<file path="config.mk">
export PLATFORM = sky130hd
export DESIGN_NAME = rv_decode
export DESIGN_NICKNAME = d
export VERILOG_FILES = /design/src/rtl/rv_isa_pkg.sv /design/src/rtl/rv_uop_pkg.sv /design/src/rtl/rv_imm_gen.sv /design/src/rtl/rv_csr_decode.sv /design/src/rtl/rv_op_decode.sv /design/src/rtl/rv_decode.sv
export VERILOG_INCLUDE_DIRS = /design/src /design/src/rtl
export SDC_FILE = /design/constraint.sdc
export NUM_CORES = 1
export LEC_CHECK = 0
export ABC_CLOCK_PERIOD_IN_PS = 1600
export BUFFER_PORTS_ARGS = -buffer_cell sky130_fd_sc_hd__buf_2
export CORE_MARGIN = 5
export CORE_UTILIZATION = 43
export CTS_CLUSTER_DIAMETER = 120
export DETAILED_ROUTE_END_ITERATION = 10
export GPL_TIMING_DRIVEN = 0
export PLACE_DENSITY = 0.71
export SYNTH_ARGS = -nofsm -noshare
export SYNTH_HDL_FRONTEND = slang
export SYNTH_SLANG_ARGS = --single-unit
</file>
<file path="constraint.sdc">
create_clock -name clk -period 1.6 [get_ports clk]
set_input_delay 0.16 -clock clk [delete_from_list [all_inputs] [get_ports clk]]
set_output_delay 0.16 -clock clk [all_outputs]
set_load 0.1 [all_outputs]
</file>
<file path="src/rtl/rv_decode_cfg.svh">
`ifndef RV_DECODE_CFG_SVH
`define RV_DECODE_CFG_SVH

`define XLEN 32            // data and pc width
`define INSN_W 32          // fetched instruction word
`define LG_PRF_ENTRIES 6   // physical register index width

`endif

</file>
<file path="src/rtl/rv_isa_pkg.sv">
package rv_isa_pkg;

   typedef enum logic [1:0] {
      priv_user       = 2'd0,
      priv_supervisor = 2'd1,
      priv_machine    = 2'd3
   } priv_t;

   localparam logic [6:0] opc_load     = 7'h03;
   localparam logic [6:0] opc_misc_mem = 7'h0f;
   localparam logic [6:0] opc_op_imm   = 7'h13;
   localparam logic [6:0] opc_auipc    = 7'h17;
   localparam logic [6:0] opc_store    = 7'h23;
   localparam logic [6:0] opc_op       = 7'h33;
   localparam logic [6:0] opc_lui      = 7'h37;
   localparam logic [6:0] opc_branch   = 7'h63;
   localparam logic [6:0] opc_jalr     = 7'h67;
   localparam logic [6:0] opc_jal      = 7'h6f;
   localparam logic [6:0] opc_system   = 7'h73;

   localparam logic [6:0] f7_base   = 7'h00;
   localparam logic [6:0] f7_alt    = 7'h20;   // sub and sra
   localparam logic [6:0] f7_muldiv = 7'h01;
   localparam logic [6:0] f7_czero  = 7'h07;

   localparam logic [11:0] sys_sret = 12'h102;
   localparam logic [11:0] sys_mret = 12'h302;

   localparam logic [11:0]
      csr_sstatus = 12'h100, csr_sie = 12'h104, csr_stvec = 12'h105,
      csr_scounteren = 12'h106, csr_sscratch = 12'h140, csr_sepc = 12'h141,
      csr_scause = 12'h142, csr_stval = 12'h143, csr_sip = 12'h144,
      csr_satp = 12'h180, csr_mstatus = 12'h300, csr_misa = 12'h301,
      csr_medeleg = 12'h302, csr_mideleg = 12'h303, csr_mie = 12'h304,
      csr_mtvec = 12'h305, csr_mcounteren = 12'h306, csr_mscratch = 12'h340,
      csr_mepc = 12'h341, csr_mcause = 12'h342, csr_mtval = 12'h343,
      csr_mip = 12'h344, csr_cycle = 12'hc00, csr_instret = 12'hc02,
      csr_mvendorid = 12'hf11, csr_marchid = 12'hf12, csr_mimpid = 12'hf13,
      csr_mhartid = 12'hf14;

   typedef enum logic [6:0] {
      II = 7'd0, NOP = 7'd1, FETCH_PF = 7'd2, IRQ = 7'd3,
      ADDI = 7'd4, SLLI, SLTI, SLTIU, XORI, SRLI, SRAI, ORI, ANDI,
      ADDU = 7'd13, SUBU, SLL, SLT, SLTU, XOR, SRL, SRA, OR, AND,
      MUL = 7'd23, MULH, MULHSU, MULHU, DIV, DIVU, REM, REMU, CZEQZ, CZNEZ,
      LUI = 7'd33, AUIPC,
      LB = 7'd35, LH, LW, LBU, LHU,
      SB = 7'd40, SH, SW,
      BEQ = 7'd43, BNE, BLT, BGE, BLTU, BGEU,
      JAL = 7'd49, J, JALR, JR, RET,
      CSRRW = 7'd54, CSRRS, CSRRC, CSRRWI, CSRRSI, CSRRCI, RDCYCLE, RDINSTRET,
      ECALL = 7'd62, EBREAK, SRET, MRET, FENCEI
   } op_t;

   typedef enum logic [5:0] {
      BADCSR = 6'd0, SSTATUS, SIE, STVEC, SCOUNTEREN, SSCRATCH, SEPC, SCAUSE,
      STVAL, SIP, SATP, MSTATUS, MISA, MEDELEG, MIDELEG, MIE, MTVEC, MCOUNTEREN,
      MSCRATCH, MEPC, MCAUSE, MTVAL, MIP, RDCYCLE_CSR, RDINSTRET_CSR,
      MVENDORID, MARCHID, MIMPLID, MHARTID
   } csr_t;

endpackage

</file>
<file path="src/rtl/rv_uop_pkg.sv">
`include "rv_decode_cfg.svh"

package rv_uop_pkg;

   typedef struct packed {
      rv_isa_pkg::op_t            op;
      logic [`LG_PRF_ENTRIES-1:0] src_a;
      logic [`LG_PRF_ENTRIES-1:0] src_b;
      logic [`LG_PRF_ENTRIES-1:0] dst;
      logic                       src_a_valid;
      logic                       src_b_valid;
      logic                       dst_valid;
      logic [`XLEN-1:0]           rvimm;
      logic [15:0]                imm;          // rs1 field and csr id for csr ops
      logic [`XLEN-1:0]           pc;
      logic                       serializing_op;
      logic                       must_restart;
      logic                       is_br;
      logic                       is_mem;
      logic                       is_int;
      logic                       is_store;
      logic                       is_cheap_int;
   } uop_t;

endpackage

</file>
<file path="src/rtl/rv_imm_gen.sv">
`timescale 1ns/1ns
`include "rv_decode_cfg.svh"

module rv_imm_gen
(
   input  logic [`INSN_W-1:0] insn,
   input  logic [`XLEN-1:0]   pc,
   output logic [`XLEN-1:0]   rvimm
);
   import rv_isa_pkg::*;

   logic [6:0]       opcode;
   logic [`XLEN-1:0] imm_i;
   logic [`XLEN-1:0] imm_s;
   logic [`XLEN-1:0] imm_u;
   logic [`XLEN-1:0] imm_b;
   logic [`XLEN-1:0] imm_j;
   logic [`XLEN-1:0] pc_off;

   assign opcode = insn[6:0];
   assign imm_i = `XLEN'($signed(insn[31:20]));
   assign imm_s = `XLEN'($signed({insn[31:25], insn[11:7]}));
   assign imm_u = `XLEN'($signed({insn[31:12], 12'd0}));
   assign imm_b = `XLEN'($signed({insn[31], insn[7], insn[30:25], insn[11:8], 1'b0}));
   assign imm_j = `XLEN'($signed({insn[31], insn[19:12], insn[20], insn[30:21], 1'b0}));

   // one adder shared by auipc, branches and jal
   assign pc_off = (opcode == opc_auipc) ? imm_u : (opcode == opc_branch) ? imm_b : imm_j;

   always_comb
   begin
      case (opcode)
         opc_load, opc_op_imm, opc_jalr: rvimm = imm_i;
         opc_store:                      rvimm = imm_s;
         opc_auipc, opc_branch, opc_jal: rvimm = pc + pc_off;
         opc_lui:                        rvimm = imm_u;
         default:                        rvimm = '0;
      endcase
   end

endmodule

</file>
<file path="src/rtl/rv_csr_decode.sv">
`timescale 1ns/1ns

module rv_csr_decode
(
   input  logic [11:0]       csr_addr,
   input  rv_isa_pkg::priv_t priv,
   output rv_isa_pkg::csr_t  csr_id
);
   import rv_isa_pkg::*;

   csr_t raw_id;

   always_comb
   begin
      case (csr_addr)
         csr_sstatus:    raw_id = SSTATUS;
         csr_sie:        raw_id = SIE;
         csr_stvec:      raw_id = STVEC;
         csr_scounteren: raw_id = SCOUNTEREN;
         csr_sscratch:   raw_id = SSCRATCH;
         csr_sepc:       raw_id = SEPC;
         csr_scause:     raw_id = SCAUSE;
         csr_stval:      raw_id = STVAL;
         csr_sip:        raw_id = SIP;
         csr_satp:       raw_id = SATP;
         csr_mstatus:    raw_id = MSTATUS;
         csr_misa:       raw_id = MISA;
         csr_medeleg:    raw_id = MEDELEG;
         csr_mideleg:    raw_id = MIDELEG;
         csr_mie:        raw_id = MIE;
         csr_mtvec:      raw_id = MTVEC;
         csr_mcounteren: raw_id = MCOUNTEREN;
         csr_mscratch:   raw_id = MSCRATCH;
         csr_mepc:       raw_id = MEPC;
         csr_mcause:     raw_id = MCAUSE;
         csr_mtval:      raw_id = MTVAL;
         csr_mip:        raw_id = MIP;
         csr_cycle:      raw_id = RDCYCLE_CSR;
         csr_instret:    raw_id = RDINSTRET_CSR;
         csr_mvendorid:  raw_id = MVENDORID;
         csr_marchid:    raw_id = MARCHID;
         csr_mimpid:     raw_id = MIMPLID;
         csr_mhartid:    raw_id = MHARTID;
         default:        raw_id = BADCSR;
      endcase
   end

   // bits 9:8 of a csr address hold the lowest privilege allowed to access it
   assign csr_id = (priv < csr_addr[9:8]) ? BADCSR : raw_id;

endmodule

</file>
<file path="src/rtl/rv_op_decode.sv">
`timescale 1ns/1ns
`include "rv_decode_cfg.svh"

module rv_op_decode
(
   input  logic [`INSN_W-1:0] insn,
   input  logic [`XLEN-1:0]   pc,
   input  rv_isa_pkg::priv_t  priv,
   input  logic               page_fault,
   input  logic               irq,
   input  logic [`XLEN-1:0]   rvimm,
   input  rv_isa_pkg::csr_t   csr_id,
   output rv_uop_pkg::uop_t   uop
);
   import rv_isa_pkg::*;

   localparam int zp = `LG_PRF_ENTRIES - 5;

   logic [6:0]                 opcode;
   logic [2:0]                 funct3;
   logic [6:0]                 funct7;
   logic [`LG_PRF_ENTRIES-1:0] rd;
   logic [`LG_PRF_ENTRIES-1:0] rs1;
   logic [`LG_PRF_ENTRIES-1:0] rs2;
   logic                       rd_zero;
   logic                       rs1_zero;
   logic                       rs1_link;
   logic                       sys_plain;
   logic                       alu_rd0;   // op collapses to NOP when rd is x0

   assign opcode = (page_fault | irq) ? 7'd0 : insn[6:0];
   assign funct3 = insn[14:12];
   assign funct7 = insn[31:25];
   assign rd = {{zp{1'b0}}, insn[11:7]};
   assign rs1 = {{zp{1'b0}}, insn[19:15]};
   assign rs2 = {{zp{1'b0}}, insn[24:20]};
   assign rd_zero = (insn[11:7] == 5'd0);
   assign rs1_zero = (insn[19:15] == 5'd0);
   assign rs1_link = (insn[19:15] == 5'd1) || (insn[19:15] == 5'd5);
   assign sys_plain = (insn[19:7] == 13'd0);   // no register fields

   always_comb
   begin
      uop = '0;
      uop.op = page_fault ? FETCH_PF : (irq ? IRQ : II);
      uop.pc = pc;
      uop.rvimm = rvimm;
      alu_rd0 = 1'b0;
      case (opcode)
         opc_load:
         begin
            uop.dst = rd;
            uop.dst_valid = !rd_zero;
            uop.src_a = rs1;
            uop.src_a_valid = 1'b1;
            uop.is_mem = 1'b1;
            case (funct3)
               3'd0: uop.op = LB;
               3'd1: uop.op = LH;
               3'd2: uop.op = LW;
               3'd4: uop.op = LBU;
               3'd5: uop.op = LHU;
               default: ;
            endcase
         end
         opc_misc_mem:
         begin
            uop.op = NOP;   // plain fence
            if (funct3 == 3'd1)
            begin
               uop.op = FENCEI;
               uop.is_int = 1'b1;
               uop.serializing_op = 1'b1;
               uop.must_restart = 1'b1;
            end
         end
         opc_op_imm:
         begin
            uop.dst = rd;
            uop.dst_valid = !rd_zero;
            uop.src_a = rs1;
            uop.src_a_valid = !rd_zero;
            uop.is_int = 1'b1;
            uop.is_cheap_int = 1'b1;
            alu_rd0 = 1'b1;
            case (funct3)
               3'd0: uop.op = ADDI;
               3'd1: uop.op = (funct7 == f7_base) ? SLLI : II;
               3'd2: uop.op = SLTI;
               3'd3: uop.op = SLTIU;
               3'd4: uop.op = XORI;
               3'd5: uop.op = (funct7 == f7_base) ? SRLI :
                              (funct7 == f7_alt) ? SRAI : II;
               3'd6: uop.op = ORI;
               default: uop.op = ANDI;
            endcase
         end
         opc_auipc, opc_lui:
         begin
            uop.op = (opcode == opc_lui) ? LUI : AUIPC;
            uop.dst = rd;
            uop.dst_valid = !rd_zero;
            uop.is_int = 1'b1;
            uop.is_cheap_int = 1'b1;
            alu_rd0 = 1'b1;
         end
         opc_store:
         begin
            uop.src_a = rs1;
            uop.src_b = rs2;
            uop.src_a_valid = 1'b1;
            uop.src_b_valid = 1'b1;
            uop.is_mem = 1'b1;
            uop.is_store = 1'b1;
            case (funct3)
               3'd0: uop.op = SB;
               3'd1: uop.op = SH;
               3'd2: uop.op = SW;
               default: ;
            endcase
         end
         opc_op:
         begin
            uop.dst = rd;
            uop.dst_valid = !rd_zero;
            uop.src_a = rs1;
            uop.src_b = rs2;
            uop.src_a_valid = 1'b1;
            uop.src_b_valid = 1'b1;
            uop.is_int = 1'b1;
            alu_rd0 = 1'b1;
            case ({funct7, funct3})
               {f7_base, 3'd0}:   uop.op = ADDU;
               {f7_alt, 3'd0}:    uop.op = SUBU;
               {f7_base, 3'd1}:   uop.op = SLL;
               {f7_base, 3'd2}:   uop.op = SLT;
               {f7_base, 3'd3}:   uop.op = SLTU;
               {f7_base, 3'd4}:   uop.op = XOR;
               {f7_base, 3'd5}:   uop.op = SRL;
               {f7_alt, 3'd5}:    uop.op = SRA;
               {f7_base, 3'd6}:   uop.op = OR;
               {f7_base, 3'd7}:   uop.op = AND;
               {f7_muldiv, 3'd0}: uop.op = MUL;
               {f7_muldiv, 3'd1}: uop.op = MULH;
               {f7_muldiv, 3'd2}: uop.op = MULHSU;
               {f7_muldiv, 3'd3}: uop.op = MULHU;
               {f7_muldiv, 3'd4}: uop.op = DIV;
               {f7_muldiv, 3'd5}: uop.op = DIVU;
               {f7_muldiv, 3'd6}: uop.op = REM;
               {f7_muldiv, 3'd7}: uop.op = REMU;
               {f7_czero, 3'd5}:  uop.op = CZEQZ;
               {f7_czero, 3'd7}:  uop.op = CZNEZ;
               default: ;
            endcase
         end
         opc_branch:
         begin
            uop.src_a = rs1;
            uop.src_b = rs2;
            uop.src_a_valid = 1'b1;
            uop.src_b_valid = 1'b1;
            uop.is_int = 1'b1;
            uop.is_br = 1'b1;
            case (funct3)
               3'd0: uop.op = BEQ;
               3'd1: uop.op = BNE;
               3'd4: uop.op = BLT;
               3'd5: uop.op = BGE;
               3'd6: uop.op = BLTU;
               3'd7: uop.op = BGEU;
               default: ;
            endcase
         end
         opc_jalr:
         begin
            uop.src_a = rs1;
            uop.src_a_valid = 1'b1;
            uop.is_int = 1'b1;
            uop.is_br = 1'b1;
            uop.is_cheap_int = 1'b1;
            uop.op = rd_zero ? (rs1_link ? RET : JR) : JALR;
            uop.dst = rd;
            uop.dst_valid = !rd_zero;
         end
         opc_jal:
         begin
            uop.op = rd_zero ? J : JAL;
            uop.dst = rd;
            uop.dst_valid = !rd_zero;
            uop.is_int = 1'b1;
            uop.is_br = 1'b1;
            uop.is_cheap_int = 1'b1;
         end
         opc_system:
         begin
            uop.is_int = 1'b1;
            if (insn[31:7] == 25'd0)
            begin
               uop.op = ECALL;
               uop.serializing_op = 1'b1;
               uop.must_restart = 1'b1;
            end
            else if (insn[31:20] == 12'h001 && sys_plain)
            begin
               uop.op = EBREAK;
               uop.serializing_op = 1'b1;
               uop.must_restart = 1'b1;
            end
            else if ((insn[31:20] == sys_sret || insn[31:20] == sys_mret) && sys_plain)
            begin
               if (insn[29] ? (priv == priv_machine) : (priv != priv_user))
               begin
                  uop.op = insn[29] ? MRET : SRET;
                  uop.serializing_op = 1'b1;
                  uop.must_restart = 1'b1;
                  uop.imm = {10'd0, MSTATUS};   // both rewrite mstatus
               end
            end
            else if (insn[31:20] == 12'h105 && sys_plain)
            begin
               uop.op = NOP;   // wfi
            end
            else
            begin
               uop.imm = {5'd0, insn[19:15], csr_id};
               if (csr_id != BADCSR && funct3[1:0] != 2'd0)
               begin
                  uop.dst = rd;
                  uop.dst_valid = !rd_zero;
                  uop.src_a = rs1;
                  uop.src_a_valid = !funct3[2];   // immediate forms carry uimm in imm
                  uop.serializing_op = 1'b1;
                  uop.must_restart = 1'b1;
                  case (funct3)
                     3'd1: uop.op = CSRRW;
                     3'd2: uop.op = CSRRS;
                     3'd3: uop.op = CSRRC;
                     3'd5: uop.op = CSRRWI;
                     3'd6: uop.op = CSRRSI;
                     default: uop.op = CSRRCI;
                  endcase
                  if (funct3 == 3'd2 && rs1_zero)   // pure csr read
                  begin
                     uop.src_a_valid = 1'b0;
                     if (csr_id inside {MVENDORID, MARCHID, MIMPLID, MHARTID})
                     begin
                        uop.op = ADDU;   // id registers read as zero
                        uop.src_a_valid = 1'b1;
                        uop.src_b_valid = 1'b1;
                        uop.serializing_op = 1'b0;
                        uop.must_restart = 1'b0;
                        alu_rd0 = 1'b1;
                     end
                     else if (csr_id == RDCYCLE_CSR || csr_id == RDINSTRET_CSR)
                     begin
                        uop.op = (csr_id == RDCYCLE_CSR) ? RDCYCLE : RDINSTRET;
                        uop.must_restart = 1'b0;
                        alu_rd0 = 1'b1;
                     end
                  end
               end
            end
         end
         default: ;
      endcase
      if (alu_rd0 && rd_zero && uop.op != II)
      begin
         uop.op = NOP;
      end
   end

endmodule

</file>
<file path="src/rtl/rv_decode.sv">
`timescale 1ns/1ns
`include "rv_decode_cfg.svh"

module rv_decode
(
   input  logic               clk,
   input  logic               arst_n,
   input  logic               insn_valid,
   input  logic [`INSN_W-1:0] insn,
   input  logic [`XLEN-1:0]   pc,
   input  rv_isa_pkg::priv_t  priv,
   input  logic               page_fault,
   input  logic               irq,
   output logic               uop_valid,
   output rv_uop_pkg::uop_t   uop
);
   import rv_isa_pkg::*;
   import rv_uop_pkg::*;

   logic [`XLEN-1:0] rvimm;
   csr_t             csr_id;
   uop_t             uop_next;   // combinational decode result

   rv_imm_gen u_imm_gen
   (
      .insn  (insn),
      .pc    (pc),
      .rvimm (rvimm)
   );

   rv_csr_decode u_csr_decode
   (
      .csr_addr (insn[31:20]),
      .priv     (priv),
      .csr_id   (csr_id)
   );

   rv_op_decode u_op_decode
   (
      .insn       (insn),
      .pc         (pc),
      .priv       (priv),
      .page_fault (page_fault),
      .irq        (irq),
      .rvimm      (rvimm),
      .csr_id     (csr_id),
      .uop        (uop_next)
   );

   always_ff @(posedge clk or negedge arst_n)
   begin
      if (!arst_n)
      begin
         uop_valid <= 1'b0;
         uop <= '0;
      end
      else
      begin
         uop_valid <= insn_valid;
         if (insn_valid)
         begin
            uop <= uop_next;   // holds while idle
         end
      end
   end

endmodule

</file>
Word-level counts from Yosys, hierarchy flattened. Cells that the tools add are included.

Register bits: 116. Input bits: 71. Output and inout bits: 116. Logic and storage cells: 228.

$add $sub $neg: 1. Order comparisons: 1. Equal/unequal tests: 85. Mux-type cells: 86. Bitwise operators: 1. Reductions and logical operators: 36.

Operator list (number): $eq A12 B10 Y1 const B (12); $pmux W5 S28 (1); $pmux W7 S20 (1); $eq A12 B9 Y1 const B (11); $pmux W32 S4 (1); $mux W7 (14); $eq A10 B4 Y1 const B (8); $eq A12 B12 Y1 const B (6); $pmux W7 S10 (1); $mux W16 (4); $eq A7 B7 Y1 const B (7); $pmux W7 S7 (1); $eq A7 B6 Y1 const B (6); $pmux W7 S6 (1); $eq A10 B3 Y1 const B (4); $mux W9 (4); $pmux W7 S5 (1); $add A32 B32 Y32 (1); $mux W31 (1); $eq A5 B5 Y1 const B (6); $eq A7 B5 Y1 const B (4); $mux W2 (13); $logic_not A25 Y1 (1); $mux W6 (4); 48 further kinds (97).

Logic depth before layout (Yosys ltp).
Word-level depth: 17. Gate-level depth with buffers: 17.

By module. From an unflattened synthesis, not the netlist that was laid out.

Cells, all modules: 1066. Area, all modules: 9909.5 sq um.

Modules (own cells, without submodules): rv_decode (times used 1, cells each 244, area an instance 4494.3 sq um); rv_imm_gen (times used 1, cells each 375, area an instance 2546.2 sq um); rv_op_decode (times used 1, cells each 362, area an instance 2318.5 sq um); rv_csr_decode (times used 1, cells each 85, area an instance 550.5 sq um).

Worst setup path after synthesis. No wires, ideal clock.

Path type: input-to-reg. From: input port insn[5]. To: register uop[86] (netlist name). Data arrival time: 3752 ps. Slack: -2276 ps. Stages on the path: 15. Cells stage by stage: nor2_1 > nor4b_1 > clkbuf_1 > o21ai_0 > ha_1 > fa_1 > a21oi_1 > o21ai_0 > o21ai_0 > a21boi_0 > a31oi_1 > o21ai_0 > a21oi_1 > o21bai_1 > a211o_1.

Word-level cells in the longest chain between the ends: 5. Elaborated cells between the ends (all ways): 14. Classes of those cells: add/sub: 1; eq/ne: 8; mux: 3; reduce/logical: 2.

RTL lines: start, declared (RTL line rv_decode.sv:9) `` input logic [`INSN_W-1:0] insn, ``; $eq A7 B7 Y1 (RTL line rv_imm_gen.sv:28, rv_imm_gen.sv:32); $mux W20 (RTL line rv_imm_gen.sv:28) `assign pc_off = (opcode == opc_auipc) ? imm_u : (opcode == opc_branch) ? imm_b : imm_j;`; $mux W31 (RTL line rv_imm_gen.sv:28); $add A32 B32 Y32 (RTL line rv_imm_gen.sv:35) `opc_auipc, opc_branch, opc_jal: rvimm = pc + pc_off;`; $pmux W32 S4 (*) (RTL line rv_imm_gen.sv:32) `case (opcode)`; end signal, assigned (RTL line rv_decode.sv:62) `uop <= uop_next;`; end, declared (RTL line rv_decode.sv:15) `output rv_uop_pkg::uop_t uop`.

Every way passes the cells marked *; elsewhere a longest branch is shown, timed or not. A chain may end at the register's enable or synchronous reset.

Worst setup path in the final report.
From: input port insn[6]. To: register uop[69] (netlist name).

Same word-level chain as after synthesis.

==> flow_summary.ini <==
[run_status]
run_status = finished with violations
violations = setup timing

[placed_design]
pre_cts_slack_ns = -2.43
place.gp.congestion = 0.998
portBuffers = 174
hpwl_um = 25400
place_inst = 1390

[drt]
ant_nets = 0
routed_via_density = 6.41
wl_um = 36600
first_pass_iters = 5
wl_per_cell_um = 24.1
dr_total_vias = 9730
drt_first_iter_violations = 1146
drc_errors = 0

[clock_tree]
cts.clk_slew.worst_paths_ns = 0.08
htreeDepth = 3
clock_path_buffers = 2
root_buffer = clkbuf_16
tritoncts = built
numCtsBuffers = 9
numClockSinks = 107
clk_latency_ns = 0.37

[global_routing]
use_met2_pct = 49.1
grt_usage_pct = 31.1
antenna_found_initial = 0
first_global_vias = 9323
grt_pass1_wl_um = 53300
grt_max_degree = 58
met1_usage_pct = 39.8
grt_remaining_overflow = 0
met3_usage_pct = 7.22
gr-max-usage-layer = met2

[worst_setup_path]
cp_max_fo = 6
crit_path_start_kind = input port
crit_path_end_kind = register
worstPathRequired_ns = 1.83
critPathBufInv = 7
cp_top_family = compound AO/OA/AOI/OAI gates
slowest_delay_ns = 0.30
crit_top_cell = buf_6
cp_cell_sequence = buf_8 > nor2_4 > nor4b_4 > buf_6 > clkbuf_16 > o21ai_4 > ha_4 > buf_4 > buf_6 > a211oi_4 > o21ai_4 > a311oi_2 > a21oi_2 > buf_4 > buf_6 > xor2_1 > a221oi_2 > o2bb2ai_1
crit_path_top_delay_cell = a311oi_2
worst-endpoint-arrival_ns = 3.16
critPathKind = in -> reg

[synthesis]
synth.yosys.warnings = 0
ys.flop_type = dfrtp_1
synth_area_sq_mm = 0.00822
ys_types = 81
yosysTopAreaCell = dfrtp_1
yosysSeqAreaShare_pct = 32.6
synthArstFlopShare_pct = 100
synth-seq-cells = 107
synth_edf_count = 0
synth.avg_cell_area_sq_um = 8.45
postSynthCellCount = 973
synthTopCellsByArea = dfrtp_1 33%, a21oi_1 5.1%, mux2_2 4.8%
yosysTopAreaCellShare_pct = 32.6

[timing]
tightest_slew_ns = 1.15
worst_clock_skew_ns = 0
maxSlewHeadroom_pct = 22.6
finalHoldViolCount = 0
rsz0062_at_grt = yes
fin_crit_ns = 2.93
setup-tns-final_ns = -51.70
hold_ws_ns = 0.0320
fmax_mhz = 341
setup_viol = 64
slew_violations = 0
setup_ws_ns = -1.33
period_share_pct = 183

[layout]
final_cell_mix = 159 x buf_2, 107 x dfrtp_1, 96 x buf_4
final_common_cell = buf_2
area_delta_synth_final_pct = 51.0
post_route_cells_drive_above_1_share_pct = 46.8
n_fill_cell = 1526
stdcell_count = 1518
nNetsFinal = 1382
finalCoreUtilization_pct = 66.1
diodes = 0

[job]
maxCapViolations = 0

[power_and_ir_drop]
power_density_mw_per_mm2 = 722
p_leak_nw = 5.49
seqPwrFrac_pct = 32.7
switching_share_pct = 43.2
p_clk_share_pct = 25.4
p_int_mw = 5.09
ir_worst_vdd_uv = 538
netSwitchingPower_mw = 3.87
combPwrFrac_pct = 41.9

[min_path]
hold_class = in -> reg

[floorplanning]
dieHeight_um = 148
num_rows = 50
die_x_um = 148
pin_count = 187
start_util_pct = 43.8
dieArea_sq_mm = 0.0220
core_sq_mm = 0.0188
==> through the flow <==
step                      instance area, sq um  power (mW)
after floorplan                           8530        5.31
after global placement                    9690        6.04
after detailed placement                  9720        6.06
after CTS                                11500        8.65
after global routing                     12400        9.28
final                                    12400        8.96
==> power by group through the flow <==
stage                     Clock, mW  Sequential [mW]  Combinational, mW
after floorplan                   0             4.09               1.23
after global placement            0             2.98               3.07
after detailed placement          0             2.98               3.08
after CTS                      2.29             2.93               3.43
after global routing           2.40             2.95               3.92
final                          2.28             2.93               3.75
==> path summary, 6_finish.rpt <==
check,startpoint,to,slack [ns],cells after the start
max,insn[6],uop[69],-1.33,18
min,insn[9],uop[92],0.03,2
max reg2reg,uop[86],uop[86],0.68,3
min reg2reg,uop[41],uop[41],0.49,1
max in group asynchronous,arst_n,uop[49],0.52,3
min in group asynchronous,arst_n,uop[31],0.37,2
==> cell families after synthesis <==
kind of cell | count (synthesis) | share of synthesized area, %
adders and majority gates | 32 | 4.96
DFF | 107 | 32.6
other | 1 | 0.0456
xor gates and xnor gates | 27 | 2.88
buffers and inverters | 98 | 5.13
AOI/OAI and AO/OA | 333 | 27.5
muxes | 38 | 5.16
and+or+nand+nor | 337 | 21.7
==> area by class of cell <==
class	count	area, sq um	share of cell area, %
Inverter	27	106	0.857
Timing Repair Buffer	291	2060	16.6
Multi-Input combinational cell	776	6530	52.6
Tap cell	234	293	2.36
Clock buffer	10	239	1.93
Buffer	67	454	3.66
Sequential cell	107	2680	21.6
Clock inverter	6	47.5	0.383
==> timing repair <==
item	4_1_cts	5_1_grt
hold buffers	2	0
setup buffers	70	50
resized for setup	243	141
hold endpoints to repair	51	0
setup endpoints to repair	74	71
gates cloned	1	1
pin swaps	114	85
==> synth_stat cells (all sizes together) (12+ instances only) <==
cell type / number
nor2b: 13
a21oi: 83
inv: 26
a21o: 31
nand2: 79
o211ai: 12
nand3: 29
or4: 12
o2bb2ai: 20
xnor2: 15
a31oi: 18
nor3: 30
ha: 31
a221oi: 16
dfrtp: 107
o21ai: 56
xor2: 12
mux2: 35
nor2: 89
nor4: 15
clkbuf: 49
buf: 22
==> worst reg2reg max path: cells and delay by family, from the launching register on <==
| kind | cells | cell delay (ns) |
|---|---|---|
| AOI/OAI and AO/OA | 2 | 0.39 |
| buffers and inverters | 1 | 0.06 |
| DFF | 1 | 0.38 |
==> per-layer routing <==
layer | vias up | wire length (um)
li1 | 4268 | -
met1 | 4690 | 14000
met4 | 0 | 2240
met2 | 616 | 16700
met3 | 156 | 3670
met5 | - | 0
==> sequential cells by signal, summed over array words and instances (netlist names) <==
signal / flops
uop: 106
uop_valid: 1
No activity file was read; power rests on OpenSTA's default activity.
